$ cat src/fetch_pkg.sv
package fetch_pkg;

  // ============================================================
  // widths
  // ============================================================

  localparam int VADDR_W        = 32;
  localparam int LINE_BYTES     = 16;
  localparam int LINE_W         = LINE_BYTES * 8;
  localparam int INST_W         = 32;
  localparam int WORDS_PER_LINE = LINE_W / INST_W;
  localparam int WORD_OFF_W     = $clog2(WORDS_PER_LINE);
  localparam int LINE_OFF_W     = $clog2(LINE_BYTES);

  // ============================================================
  // cache and buffer geometry
  // ============================================================

  localparam int IC_SETS  = 16;
  localparam int IC_IDX_W = $clog2(IC_SETS);
  localparam int IC_TAG_W = VADDR_W - IC_IDX_W - LINE_OFF_W;

  localparam int IB_DEPTH = 4;
  localparam int IB_PTR_W = $clog2(IB_DEPTH);

  typedef logic [VADDR_W-1:0]  vaddr_t;
  typedef logic [LINE_W-1:0]   line_t;
  typedef logic [INST_W-1:0]   inst_t;
  typedef logic [IC_IDX_W-1:0] ic_index_t;
  typedef logic [IC_TAG_W-1:0] ic_tag_t;

  // first fetch address out of reset
  localparam vaddr_t PC_RESET = 32'h0000_1000;

  typedef enum logic [1:0] {
    REDIR_BRANCH,
    REDIR_MRET,
    REDIR_ECALL
  } redirect_kind_t;

  // refill FSM, RF_DROP finishes a killed handshake
  typedef enum logic [1:0] {
    RF_IDLE,
    RF_REQ,
    RF_DROP
  } refill_state_t;

endpackage
$ cat src/fetch_frontend.sv
`timescale 1ns/1ps

module fetch_frontend (
  input  logic                      i_clk,
  input  logic                      i_reset_n,
  // committer
  input  logic                      i_redirect_valid,
  input  fetch_pkg::redirect_kind_t i_redirect_kind,
  input  fetch_pkg::vaddr_t         i_redirect_pc,
  input  logic                      i_flush_valid,
  input  fetch_pkg::vaddr_t         i_mepc,
  input  fetch_pkg::vaddr_t         i_mtvec,
  // L2 refill
  output logic                      o_l2_req,
  output fetch_pkg::vaddr_t         o_l2_addr,
  input  logic                      i_l2_ack,
  input  fetch_pkg::line_t          i_l2_data,
  // dispatch
  output logic                      o_disp_valid,
  output fetch_pkg::vaddr_t         o_disp_pc,
  output fetch_pkg::inst_t          o_disp_inst,
  input  logic                      i_disp_ready
);

  logic              w_kill;
  logic              w_req_valid;
  fetch_pkg::vaddr_t w_req_addr;
  logic              w_ic_ready;
  logic              w_resp_valid;
  fetch_pkg::vaddr_t w_resp_addr;
  fetch_pkg::line_t  w_resp_line;
  logic              w_miss_valid;
  fetch_pkg::vaddr_t w_miss_addr;
  logic              w_credit;

  fetch_pc_gen u_fetch_pc_gen (
    .i_clk            (i_clk),
    .i_reset_n        (i_reset_n),
    .i_redirect_valid (i_redirect_valid),
    .i_redirect_kind  (i_redirect_kind),
    .i_redirect_pc    (i_redirect_pc),
    .i_mepc           (i_mepc),
    .i_mtvec          (i_mtvec),
    .i_ic_ready       (w_ic_ready),
    .i_miss_valid     (w_miss_valid),
    .i_miss_addr      (w_miss_addr),
    .i_credit         (w_credit),
    .o_kill           (w_kill),
    .o_req_valid      (w_req_valid),
    .o_req_addr       (w_req_addr)
  );

  fetch_icache u_fetch_icache (
    .i_clk        (i_clk),
    .i_reset_n    (i_reset_n),
    .i_kill       (w_kill),
    .i_flush      (i_flush_valid),
    .i_req_valid  (w_req_valid),
    .i_req_addr   (w_req_addr),
    .i_l2_ack     (i_l2_ack),
    .i_l2_data    (i_l2_data),
    .o_ready      (w_ic_ready),
    .o_resp_valid (w_resp_valid),
    .o_resp_addr  (w_resp_addr),
    .o_resp_line  (w_resp_line),
    .o_miss_valid (w_miss_valid),
    .o_miss_addr  (w_miss_addr),
    .o_l2_req     (o_l2_req),
    .o_l2_addr    (o_l2_addr)
  );

  // pc_gen only raises valid when the cache accepts
  fetch_inst_buffer u_fetch_inst_buffer (
    .i_clk        (i_clk),
    .i_reset_n    (i_reset_n),
    .i_kill       (w_kill),
    .i_issue      (w_req_valid),
    .i_line_valid (w_resp_valid),
    .i_line_addr  (w_resp_addr),
    .i_line       (w_resp_line),
    .i_disp_ready (i_disp_ready),
    .o_credit     (w_credit),
    .o_disp_valid (o_disp_valid),
    .o_disp_pc    (o_disp_pc),
    .o_disp_inst  (o_disp_inst)
  );

endmodule

$ cat src/fetch_icache.sv
`timescale 1ns/1ps

module fetch_icache (
  input  logic              i_clk,
  input  logic              i_reset_n,
  input  logic              i_kill,
  input  logic              i_flush,
  input  logic              i_req_valid,
  input  fetch_pkg::vaddr_t i_req_addr,
  input  logic              i_l2_ack,
  input  fetch_pkg::line_t  i_l2_data,
  output logic              o_ready,
  output logic              o_resp_valid,
  output fetch_pkg::vaddr_t o_resp_addr,
  output fetch_pkg::line_t  o_resp_line,
  output logic              o_miss_valid,
  output fetch_pkg::vaddr_t o_miss_addr,
  output logic              o_l2_req,
  output fetch_pkg::vaddr_t o_l2_addr
);

  fetch_pkg::ic_tag_t            r_tag_mem  [fetch_pkg::IC_SETS];
  fetch_pkg::line_t              r_data_mem [fetch_pkg::IC_SETS];
  logic [fetch_pkg::IC_SETS-1:0] r_valid_bits;

  fetch_pkg::refill_state_t      r_rf_state;
  fetch_pkg::vaddr_t             r_l2_addr;
  fetch_pkg::ic_index_t          w_rf_index;
  logic                          w_rf_fill;
  logic                          w_flush;

  logic                          w_s0_fire;
  logic                          r_s1_valid;
  fetch_pkg::vaddr_t             r_s1_addr;
  fetch_pkg::ic_index_t          w_s1_index;
  logic                          r_s2_valid;
  fetch_pkg::vaddr_t             r_s2_addr;
  fetch_pkg::ic_tag_t            r_s2_tag;
  logic                          r_s2_line_vld;
  fetch_pkg::line_t              r_s2_line;
  logic                          w_s2_hit;
  logic                          w_s2_miss;

  // flush only counts alongside a redirect
  assign w_flush = i_flush & i_kill;

  // ============================================================
  // s0 request / s1 array read
  // ============================================================

  // hold off while refilling or while the last ack is still high
  assign o_ready    = (r_rf_state == fetch_pkg::RF_IDLE) & ~i_l2_ack;
  assign w_s0_fire  = i_req_valid & o_ready & ~i_kill & ~w_s2_miss;
  assign w_s1_index = r_s1_addr[fetch_pkg::LINE_OFF_W +: fetch_pkg::IC_IDX_W];

  always_ff @(posedge i_clk or negedge i_reset_n) begin
    if (!i_reset_n) begin
      r_s1_valid <= 1'b0;
      r_s2_valid <= 1'b0;
    end else begin
      r_s1_valid <= w_s0_fire;
      // a miss kills the younger s1 request
      r_s2_valid <= r_s1_valid & ~i_kill & ~w_s2_miss;
    end
  end

  always_ff @(posedge i_clk) begin
    r_s1_addr     <= i_req_addr;
    r_s2_addr     <= r_s1_addr;
    r_s2_tag      <= r_tag_mem[w_s1_index];
    r_s2_line     <= r_data_mem[w_s1_index];
    r_s2_line_vld <= r_valid_bits[w_s1_index];
  end

  // ============================================================
  // s2 compare and response
  // ============================================================

  assign w_s2_hit = r_s2_line_vld &
                    (r_s2_tag == r_s2_addr[fetch_pkg::VADDR_W-1 -: fetch_pkg::IC_TAG_W]);
  assign w_s2_miss = r_s2_valid & ~w_s2_hit & ~i_kill;

  assign o_resp_valid = r_s2_valid & w_s2_hit & ~i_kill;
  assign o_resp_addr  = r_s2_addr;
  assign o_resp_line  = r_s2_line;
  assign o_miss_valid = w_s2_miss;
  assign o_miss_addr  = r_s2_addr;

  // ============================================================
  // refill from L2, four-phase req/ack
  // ============================================================

  assign w_rf_index = r_l2_addr[fetch_pkg::LINE_OFF_W +: fetch_pkg::IC_IDX_W];
  assign w_rf_fill  = (r_rf_state == fetch_pkg::RF_REQ) & i_l2_ack & ~i_kill;
  assign o_l2_req   = (r_rf_state == fetch_pkg::RF_REQ) | (r_rf_state == fetch_pkg::RF_DROP);
  assign o_l2_addr  = r_l2_addr;

  always_ff @(posedge i_clk or negedge i_reset_n) begin
    if (!i_reset_n) begin
      r_rf_state <= fetch_pkg::RF_IDLE;
      r_l2_addr  <= '0;
    end else begin
      case (r_rf_state)
        fetch_pkg::RF_IDLE: begin
          if (w_s2_miss) begin
            r_rf_state <= fetch_pkg::RF_REQ;
            r_l2_addr  <= {r_s2_addr[fetch_pkg::VADDR_W-1:fetch_pkg::LINE_OFF_W],
                           {fetch_pkg::LINE_OFF_W{1'b0}}};
          end
        end
        fetch_pkg::RF_REQ: begin
          // data taken on ack, req drops next cycle
          if (i_l2_ack) begin
            r_rf_state <= fetch_pkg::RF_IDLE;
          end else if (i_kill) begin
            r_rf_state <= fetch_pkg::RF_DROP;
          end
        end
        fetch_pkg::RF_DROP: begin
          if (i_l2_ack) begin
            r_rf_state <= fetch_pkg::RF_IDLE;
          end
        end
        default: r_rf_state <= fetch_pkg::RF_IDLE;
      endcase
    end
  end

  always_ff @(posedge i_clk) begin
    if (w_rf_fill) begin
      r_tag_mem[w_rf_index]  <= r_l2_addr[fetch_pkg::VADDR_W-1 -: fetch_pkg::IC_TAG_W];
      r_data_mem[w_rf_index] <= i_l2_data;
    end
  end

  // flush wins over a fill in the same cycle
  always_ff @(posedge i_clk or negedge i_reset_n) begin
    if (!i_reset_n) begin
      r_valid_bits <= '0;
    end else if (w_flush) begin
      r_valid_bits <= '0;
    end else if (w_rf_fill) begin
      r_valid_bits[w_rf_index] <= 1'b1;
    end
  end

endmodule

$ cat src/fetch_inst_buffer.sv
`timescale 1ns/1ps

module fetch_inst_buffer (
  input  logic              i_clk,
  input  logic              i_reset_n,
  input  logic              i_kill,
  input  logic              i_issue,
  input  logic              i_line_valid,
  input  fetch_pkg::vaddr_t i_line_addr,
  input  fetch_pkg::line_t  i_line,
  input  logic              i_disp_ready,
  output logic              o_credit,
  output logic              o_disp_valid,
  output fetch_pkg::vaddr_t o_disp_pc,
  output fetch_pkg::inst_t  o_disp_inst
);

  fetch_pkg::line_t r_ent_line [fetch_pkg::IB_DEPTH];
  logic [fetch_pkg::VADDR_W-fetch_pkg::LINE_OFF_W-1:0] r_ent_base [fetch_pkg::IB_DEPTH];
  logic [fetch_pkg::WORD_OFF_W-1:0] r_ent_slot [fetch_pkg::IB_DEPTH];

  logic [fetch_pkg::IB_PTR_W-1:0]   r_head;
  logic [fetch_pkg::IB_PTR_W-1:0]   r_tail;
  logic [fetch_pkg::IB_PTR_W:0]     r_count;
  logic [fetch_pkg::IB_PTR_W:0]     w_free;
  logic                             r_if1;
  logic                             r_if2;
  logic [1:0]                       w_inflight;
  logic [fetch_pkg::WORD_OFF_W-1:0] w_head_slot;
  logic                             w_last_word;
  logic                             w_disp_fire;
  logic                             w_push;
  logic                             w_pop;

  // ============================================================
  // dispatch side
  // ============================================================

  assign w_head_slot  = r_ent_slot[r_head];
  assign w_last_word  = (w_head_slot == {fetch_pkg::WORD_OFF_W{1'b1}});
  assign o_disp_valid = (r_count != '0) & ~i_kill;
  assign o_disp_pc    = {r_ent_base[r_head], w_head_slot,
                         {(fetch_pkg::LINE_OFF_W - fetch_pkg::WORD_OFF_W){1'b0}}};
  assign o_disp_inst  = r_ent_line[r_head][w_head_slot*fetch_pkg::INST_W +: fetch_pkg::INST_W];
  assign w_disp_fire  = o_disp_valid & i_disp_ready;

  assign w_push = i_line_valid & ~i_kill;
  assign w_pop  = w_disp_fire & w_last_word;

  // room for one more issue beyond what is already in flight
  assign w_free     = (fetch_pkg::IB_PTR_W+1)'(fetch_pkg::IB_DEPTH) - r_count;
  assign w_inflight = {1'b0, r_if1} + {1'b0, r_if2};
  assign o_credit   = w_free > {1'b0, w_inflight};

  always_ff @(posedge i_clk or negedge i_reset_n) begin
    if (!i_reset_n) begin
      r_head  <= '0;
      r_tail  <= '0;
      r_count <= '0;
      r_if1   <= 1'b0;
      r_if2   <= 1'b0;
      for (int i = 0; i < fetch_pkg::IB_DEPTH; i++) begin
        r_ent_slot[i] <= '0;
      end
    end else if (i_kill) begin
      r_head  <= '0;
      r_tail  <= '0;
      r_count <= '0;
      r_if1   <= 1'b0;
      r_if2   <= 1'b0;
    end else begin
      // mirror of the s1/s2 stages
      r_if1 <= i_issue;
      r_if2 <= r_if1;
      if (w_disp_fire && !w_last_word) begin
        r_ent_slot[r_head] <= w_head_slot + 1'b1;
      end
      if (w_push) begin
        // first line after a redirect may start mid-line
        r_ent_slot[r_tail] <= i_line_addr[fetch_pkg::LINE_OFF_W-1 -: fetch_pkg::WORD_OFF_W];
        r_tail             <= r_tail + 1'b1;
      end
      if (w_pop) begin
        r_head <= r_head + 1'b1;
      end
      case ({w_push, w_pop})
        2'b10:   r_count <= r_count + 1'b1;
        2'b01:   r_count <= r_count - 1'b1;
        default: r_count <= r_count;
      endcase
    end
  end

  always_ff @(posedge i_clk) begin
    if (w_push) begin
      r_ent_line[r_tail] <= i_line;
      r_ent_base[r_tail] <= i_line_addr[fetch_pkg::VADDR_W-1:fetch_pkg::LINE_OFF_W];
    end
  end

endmodule

$ cat src/fetch_pc_gen.sv
`timescale 1ns/1ps

module fetch_pc_gen (
  input  logic                      i_clk,
  input  logic                      i_reset_n,
  input  logic                      i_redirect_valid,
  input  fetch_pkg::redirect_kind_t i_redirect_kind,
  input  fetch_pkg::vaddr_t         i_redirect_pc,
  input  fetch_pkg::vaddr_t         i_mepc,
  input  fetch_pkg::vaddr_t         i_mtvec,
  input  logic                      i_ic_ready,
  input  logic                      i_miss_valid,
  input  fetch_pkg::vaddr_t         i_miss_addr,
  input  logic                      i_credit,
  output logic                      o_kill,
  output logic                      o_req_valid,
  output fetch_pkg::vaddr_t         o_req_addr
);

  fetch_pkg::vaddr_t r_pc;
  fetch_pkg::vaddr_t w_target;
  fetch_pkg::vaddr_t w_next_line;

  // redirect target by kind
  always_comb begin
    case (i_redirect_kind)
      fetch_pkg::REDIR_MRET:  w_target = i_mepc;
      fetch_pkg::REDIR_ECALL: w_target = i_mtvec;
      default:                w_target = i_redirect_pc;
    endcase
  end

  // next line boundary, drops any mid-line offset
  assign w_next_line = {r_pc[fetch_pkg::VADDR_W-1:fetch_pkg::LINE_OFF_W],
                        {fetch_pkg::LINE_OFF_W{1'b0}}} +
                       fetch_pkg::vaddr_t'(fetch_pkg::LINE_BYTES);

  // no issue in a cycle that reloads the address
  assign o_req_valid = i_ic_ready & i_credit & ~i_redirect_valid & ~i_miss_valid;
  assign o_req_addr  = r_pc;
  assign o_kill      = i_redirect_valid;

  always_ff @(posedge i_clk or negedge i_reset_n) begin
    if (!i_reset_n) begin
      r_pc <= fetch_pkg::PC_RESET;
    end else begin
      if (i_redirect_valid) begin
        r_pc <= w_target;
      end else if (i_miss_valid) begin
        // replay the missed address once the refill is done
        r_pc <= i_miss_addr;
      end else if (o_req_valid) begin
        r_pc <= w_next_line;
      end
    end
  end

endmodule

$ cat config.mk
export PLATFORM = sky130hd
export DESIGN_NAME = fetch_frontend
export DESIGN_NICKNAME = d
export VERILOG_FILES = /design/src/fetch_pkg.sv /design/src/fetch_frontend.sv /design/src/fetch_icache.sv /design/src/fetch_inst_buffer.sv /design/src/fetch_pc_gen.sv
export SDC_FILE = /design/constraint.sdc
export NUM_CORES = 2
export LEC_CHECK = 0
export BUFFER_PORTS_ARGS = -buffer_cell sky130_fd_sc_hd__buf_2
export CORE_ASPECT_RATIO = 2
export CORE_MARGIN = 3
export CORE_UTILIZATION = 40
export CTS_CLUSTER_SIZE = 10
export DETAILED_ROUTE_END_ITERATION = 6
export PLACE_DENSITY = 0.65
export RECOVER_POWER = 50
export SLEW_MARGIN = 20
export SYNTH_ARGS = -nofsm -noshare
export SYNTH_HDL_FRONTEND = slang
export SYNTH_HIERARCHICAL = 1
export SYNTH_SLANG_ARGS = --single-unit
$ cat constraint.sdc
create_clock -name i_clk -period 12.6 [get_ports i_clk]
set_input_delay 2.52 -clock i_clk [delete_from_list [all_inputs] [get_ports i_clk]]
set_output_delay 2.52 -clock i_clk [all_outputs]
set_load 0.005 [all_outputs]
; ---- Word-level counts from Yosys, hierarchy flattened
; Memories as Yosys holds them, arrays and structs flattened. A register that Yosys moved wholly into a read port is not among the register bits.
; Cells that the tools add are included.
; W data, S select, Z words.
[totals]
word_cells = 132
memories = 4
ram_bits = 3056
regBits = 162
[memory_table]
columns = name, words, word_bits, read_ports, rd_clocked_by_memory_dff, wr, line_no
row1 = u_fetch_icache.r_data_mem, 16, 128, 1, 1, 1, fetch_icache.sv:23  ; fetch_pkg::line_t r_data_mem [fetch_pkg::IC_SETS];
row2 = u_fetch_inst_buffer.r_ent_line, 4, 128, 1, 0, 1, fetch_inst_buffer.sv:18  ; fetch_pkg::line_t r_ent_line [fetch_pkg::IB_DEPTH];
row3 = u_fetch_icache.r_tag_mem, 16, 24, 1, 1, 1, fetch_icache.sv:22  ; fetch_pkg::ic_tag_t r_tag_mem [fetch_pkg::IC_SETS];
row4 = u_fetch_inst_buffer.r_ent_base, 4, 28, 1, 0, 1, fetch_inst_buffer.sv:19  ; logic [fetch_pkg::VADDR_W-fetch_pkg::LINE_OFF_W-1:0] r_ent_base [fetch_pkg::IB_DEPTH];
[op_classes]
n_eq_ne = 11
n_bitwise = 29
magnitude_cmp = 8
shifts = 1
n_addsub = 8
n_reduce_logical = 14
n_mux = 39
[ops]
columns = op, n
row1 = $shiftx A128 B8 Y32, 1
row2 = $mux W32, 3
row3 = $pmux W32 S2, 1
row4 = $add A32 B5 Y32 const B, 1
row5 = $mux W16, 2
row6 = $eq A24 B24 Y1, 1
row7 = $mux W2, 12
row8 = $mux W8, 3
row9 = $and A1 B1 Y1, 21
row10 = $bwmux W8, 2
row11 = $or A16 B16 Y16, 1
row12 = $lt A4 B5 Y1 const B, 2
row13 = $reduce_bool A3 Y1, 3
row14 = $demux W2 S2, 2
row15 = $eq A2 B2 Y1 const B, 4
row16 = $mux W1, 8
row17 = $add A2 B1 Y2 const B, 3
row18 = $eq A2 B1 Y1 const B, 3
row19 = $ge A3 B3 Y1 const B, 2
row20 = $lt A3 B1 Y1 const B, 2
row21 = $not A2 Y3, 2
row22 = $pmux W2 S3, 1
row23 = $pmux W3 S2, 1
row24 = $reduce_bool A2 Y1, 3
row25 = other kinds (20), 26

; ---- Depth between registers and ports, before layout
[depth]
ltp_word = 11
ltp_mapped = 13

; ---- By module
; Netlist, hierarchy kept.
[by_module_without_submodules]
columns = module, seq_area_each_um2, n_inst, area_each_um2, cells_per_inst
row1 = fetch_icache, 78575.4, 1, 98116.6, 3872
row2 = fetch_inst_buffer, 19163.4, 1, 24659.9, 1079
row3 = fetch_pc_gen, 802.0, 1, 2882.8, 369

; ---- Worst setup path after synthesis
; No wires, ideal clock.
[synth_timing]
path_kind = in2reg
from = in i_redirect_valid
to = mem u_fetch_icache/r_data_mem[0][0] in the netlist's numbering, enable pin
slack_ns = -1.770
arrival_time_ns = 13.518
path_stages = 4
setup_ns = 0.852
path_buffers = 1
path_cell_list = buf_4 -> nand3b_1 -> or3_1 -> nor3_1
[synth_via]
elab_chain_cells = 4
[synth_lines]
columns = element, line_no
row1 = "start, declared", fetch_frontend.sv:7  ; input logic i_redirect_valid,
row2 = $not A1 Y1, fetch_icache.sv:94  ; assign w_rf_fill = (r_rf_state == fetch_pkg::RF_REQ) & i_l2_ack & ~i_kill;
row3 = $and A1 B1 Y1, fetch_icache.sv:94
row4 = $mux W1, fetch_icache.sv:130  ; if (w_rf_fill) begin
row5 = $mux W1 (not written as such), fetch_icache.sv:132  ; r_data_mem[w_rf_index] <= i_l2_data;
row6 = "end, declared", fetch_icache.sv:23
; No other way between the ends.

==> metrics.txt <==
failing checks=design-rule violations, max-capacitance violations, max-slew violations; skew final=0.07670 ns; peak supply drop=0.0001654 V; Crit path top cell by count=mux4_2; PostCTS Resize Cnt=0; layout net count=6067; initial antenna violation count=95; DRT Pass-1 Iters=7; initial DRC count=5072; Mapped Area=125400 um^2; final instance area=142200 um^2; drt wl/cell=29.59 um; I/O pin cnt=330; Via-to-Cell Ratio=5.638; Chip Height=798.0 um; CTS hold repair buffers=0; Worst setup SP type=flop; # DRC=2; Slew Limit Fails=485; vias in the first global route=60460; Detail Route Antenna Nets=0; synthesized area per cell=23.66 um^2; Hold Fails Final Rpt=0; GRT Overall Usage=18.50%; worst slew pin tran=9.153 ns; H-tree levels=5; FILL cells=25510; power density over the cells=201.7 nW/um^2; Post-CTS Setup Bufs=0; Fin Setup TNS=0 ns; Mapped Cells=5302; unrepaired setup endpoints after global routing=no; Setup violations, final=0; crit-path max cell delay=6.22 ns; slowest library cell on the worst path=clkbuf_1; clock sink count=3364; cts bufs inserted=379; critical-path cell list=clkbuf_1 > buf_4 > mux4_2 > mux4_2; Initial Utilization=40.20%; final design utilization=45.58%; Reg area=98430 um^2; Crit. End Element=flop; remaining global-route overflow=0; vias post-DR=57320; worst r2r path cells=4; clock-pin slew on the worst setup and hold paths=0.06 ns; TritonCTS clock tree=done; Hold Path Depth=0; PortBufs=317; crit path kind=flop to flop; min Tclk post-route=9.842 ns; status=finished with violations; global-route wire length before repair=431900 um; worst path required time=13.31 ns; Final GP Congestion=0.8760; CTS root buf=clkbuf_16; timing-limited maximum frequency=101.6 MHz; period utilization=78.11%; clk buf depth=4; Worst slew margin=-510.2%; FP Rows=290; final WL=300800 um; dpl cell area=131700 um^2; Synth-to-Final Area Change=13.39%; Pleak=44.24 nW; Pwr Total=28.68 mW; Hold Path Class=flop to flop; Worst Path Max Fanout=137; worst-skew pair later-pin latency=0.90 ns; area of the core=312000 um^2; pin count of the biggest net entering global routing=138; max-cap violations=12; chip width=402.0 um; Yosys warnings=6; full die area=320800 um^2; HPWL after DPL=167600 um; layout cells sized above 1=27.29%; WP data arrival=10.55 ns; Multi-input gate area=25400 um^2
layout make-up:
cell class	instances	area share [%]
antenna	58	0.1020
clock buffer	565	7.240
clock inverter	22	0.2445
inverter	26	0.08972
multi-input combinational	1614	17.86
sequential	3364	69.20
tap	4088	3.596
timing repair buffer	429	1.670
state kept, by name (all words and copies together) (netlist names), 3 cells and up:
name,count
u_fetch_icache/o_miss_addr,30
u_fetch_inst_buffer/r_ent_slot,8
u_fetch_icache/r_valid_bits,16
u_fetch_inst_buffer/r_count,3
u_fetch_inst_buffer/r_ent_base,112
u_fetch_icache/o_resp_line,128
u_fetch_icache/r_data_mem,2048
u_fetch_pc_gen/o_req_addr,30
u_fetch_inst_buffer/r_ent_line,512
u_fetch_icache/r_tag_mem,384
u_fetch_icache/o_l2_addr,28
u_fetch_icache/r_s1_addr,30
u_fetch_icache/r_s2_tag,24
cell usage in the layout (no fill, tap or decap), types with 6 or more instances in the layout:
master / n
edfxtp_1: 3056
ha_1: 20
conb_1: 6
nand3_1: 17
mux4_2: 900
nor2b_1: 63
a221oi_1: 16
nor2_1: 52
mux2_2: 11
a221o_1: 6
o21a_1: 24
a21oi_1: 95
buf_4: 85
o21ai_0: 30
mux2i_1: 63
nand2_1: 45
buf_12: 12
clkbuf_16: 384
nand2b_1: 11
xnor2_1: 31
mux2_1: 21
buf_2: 188
a31oi_1: 10
inv_1: 22
nor2_4: 9
a22oi_1: 11
nand4_1: 13
dfxtp_1: 211
clkinv_8: 8
diode_2: 58
a211oi_1: 55
clkbuf_1: 322
nor3_1: 17
dfrtp_1: 92
layer usage:
metal  vias to the layer above  part of all wire [%]  GRT usage [%]
li1                      23460                     -              -
met1                     31070                    37          22.28
met2                      2129                    53          32.79
met3                       596                   6.4          3.707
met4                        68                   3.8          6.937
met5                         -                  0.15              0
worst max-delay path, delay by kind of cell, from the launching register on:
family | cells | cell delay, ns
buffers and inverters | 2 | 7.50
DFF | 1 | 0.77
muxes | 2 | 1.03
worst paths after layout:
check | startpoint | endpoint | slack [ns]
hold reg to reg | u_fetch_icache/r_s1_addr[15] | u_fetch_icache/o_miss_addr[15] | 0.32
min in group asynchronous | i_reset_n | u_fetch_inst_buffer/r_ent_slot[4] | 2.48
hold / removal | u_fetch_icache/r_s1_addr[15] | u_fetch_icache/o_miss_addr[15] | 0.32
setup / recovery | u_fetch_icache/r_s1_addr[5] | u_fetch_icache/o_resp_line[102] | 2.76
max in group asynchronous | i_reset_n | u_fetch_icache/o_l2_addr[13] | 6.23
setup reg to reg | u_fetch_icache/r_s1_addr[5] | u_fetch_icache/o_resp_line[102] | 2.76
metrics by stage:
stage                     setup WS (ns)  hold slack, ns  std cells
after floorplan                   2.355          0.3096       5306
after global placement            5.537          0.3118       9521
after detailed placement          5.552          0.3121       9521
after CTS                         4.568          0.3235      10110
after global routing              2.396          0.3295      10140
final                             2.758          0.3228      10170
report_power, final:
| group | switching [mW] | leakage [nW] | internal [mW] |
|---|---|---|---|
| registers | 0.687 | 30.6 | 13.1 |
| logic | 2.69 | 8.53 | 2.55 |
| clock network | 4.11 | 5.10 | 5.59 |
| total | 7.49 | 44.2 | 21.2 |
No activity file was read; power rests on OpenSTA's default activity.
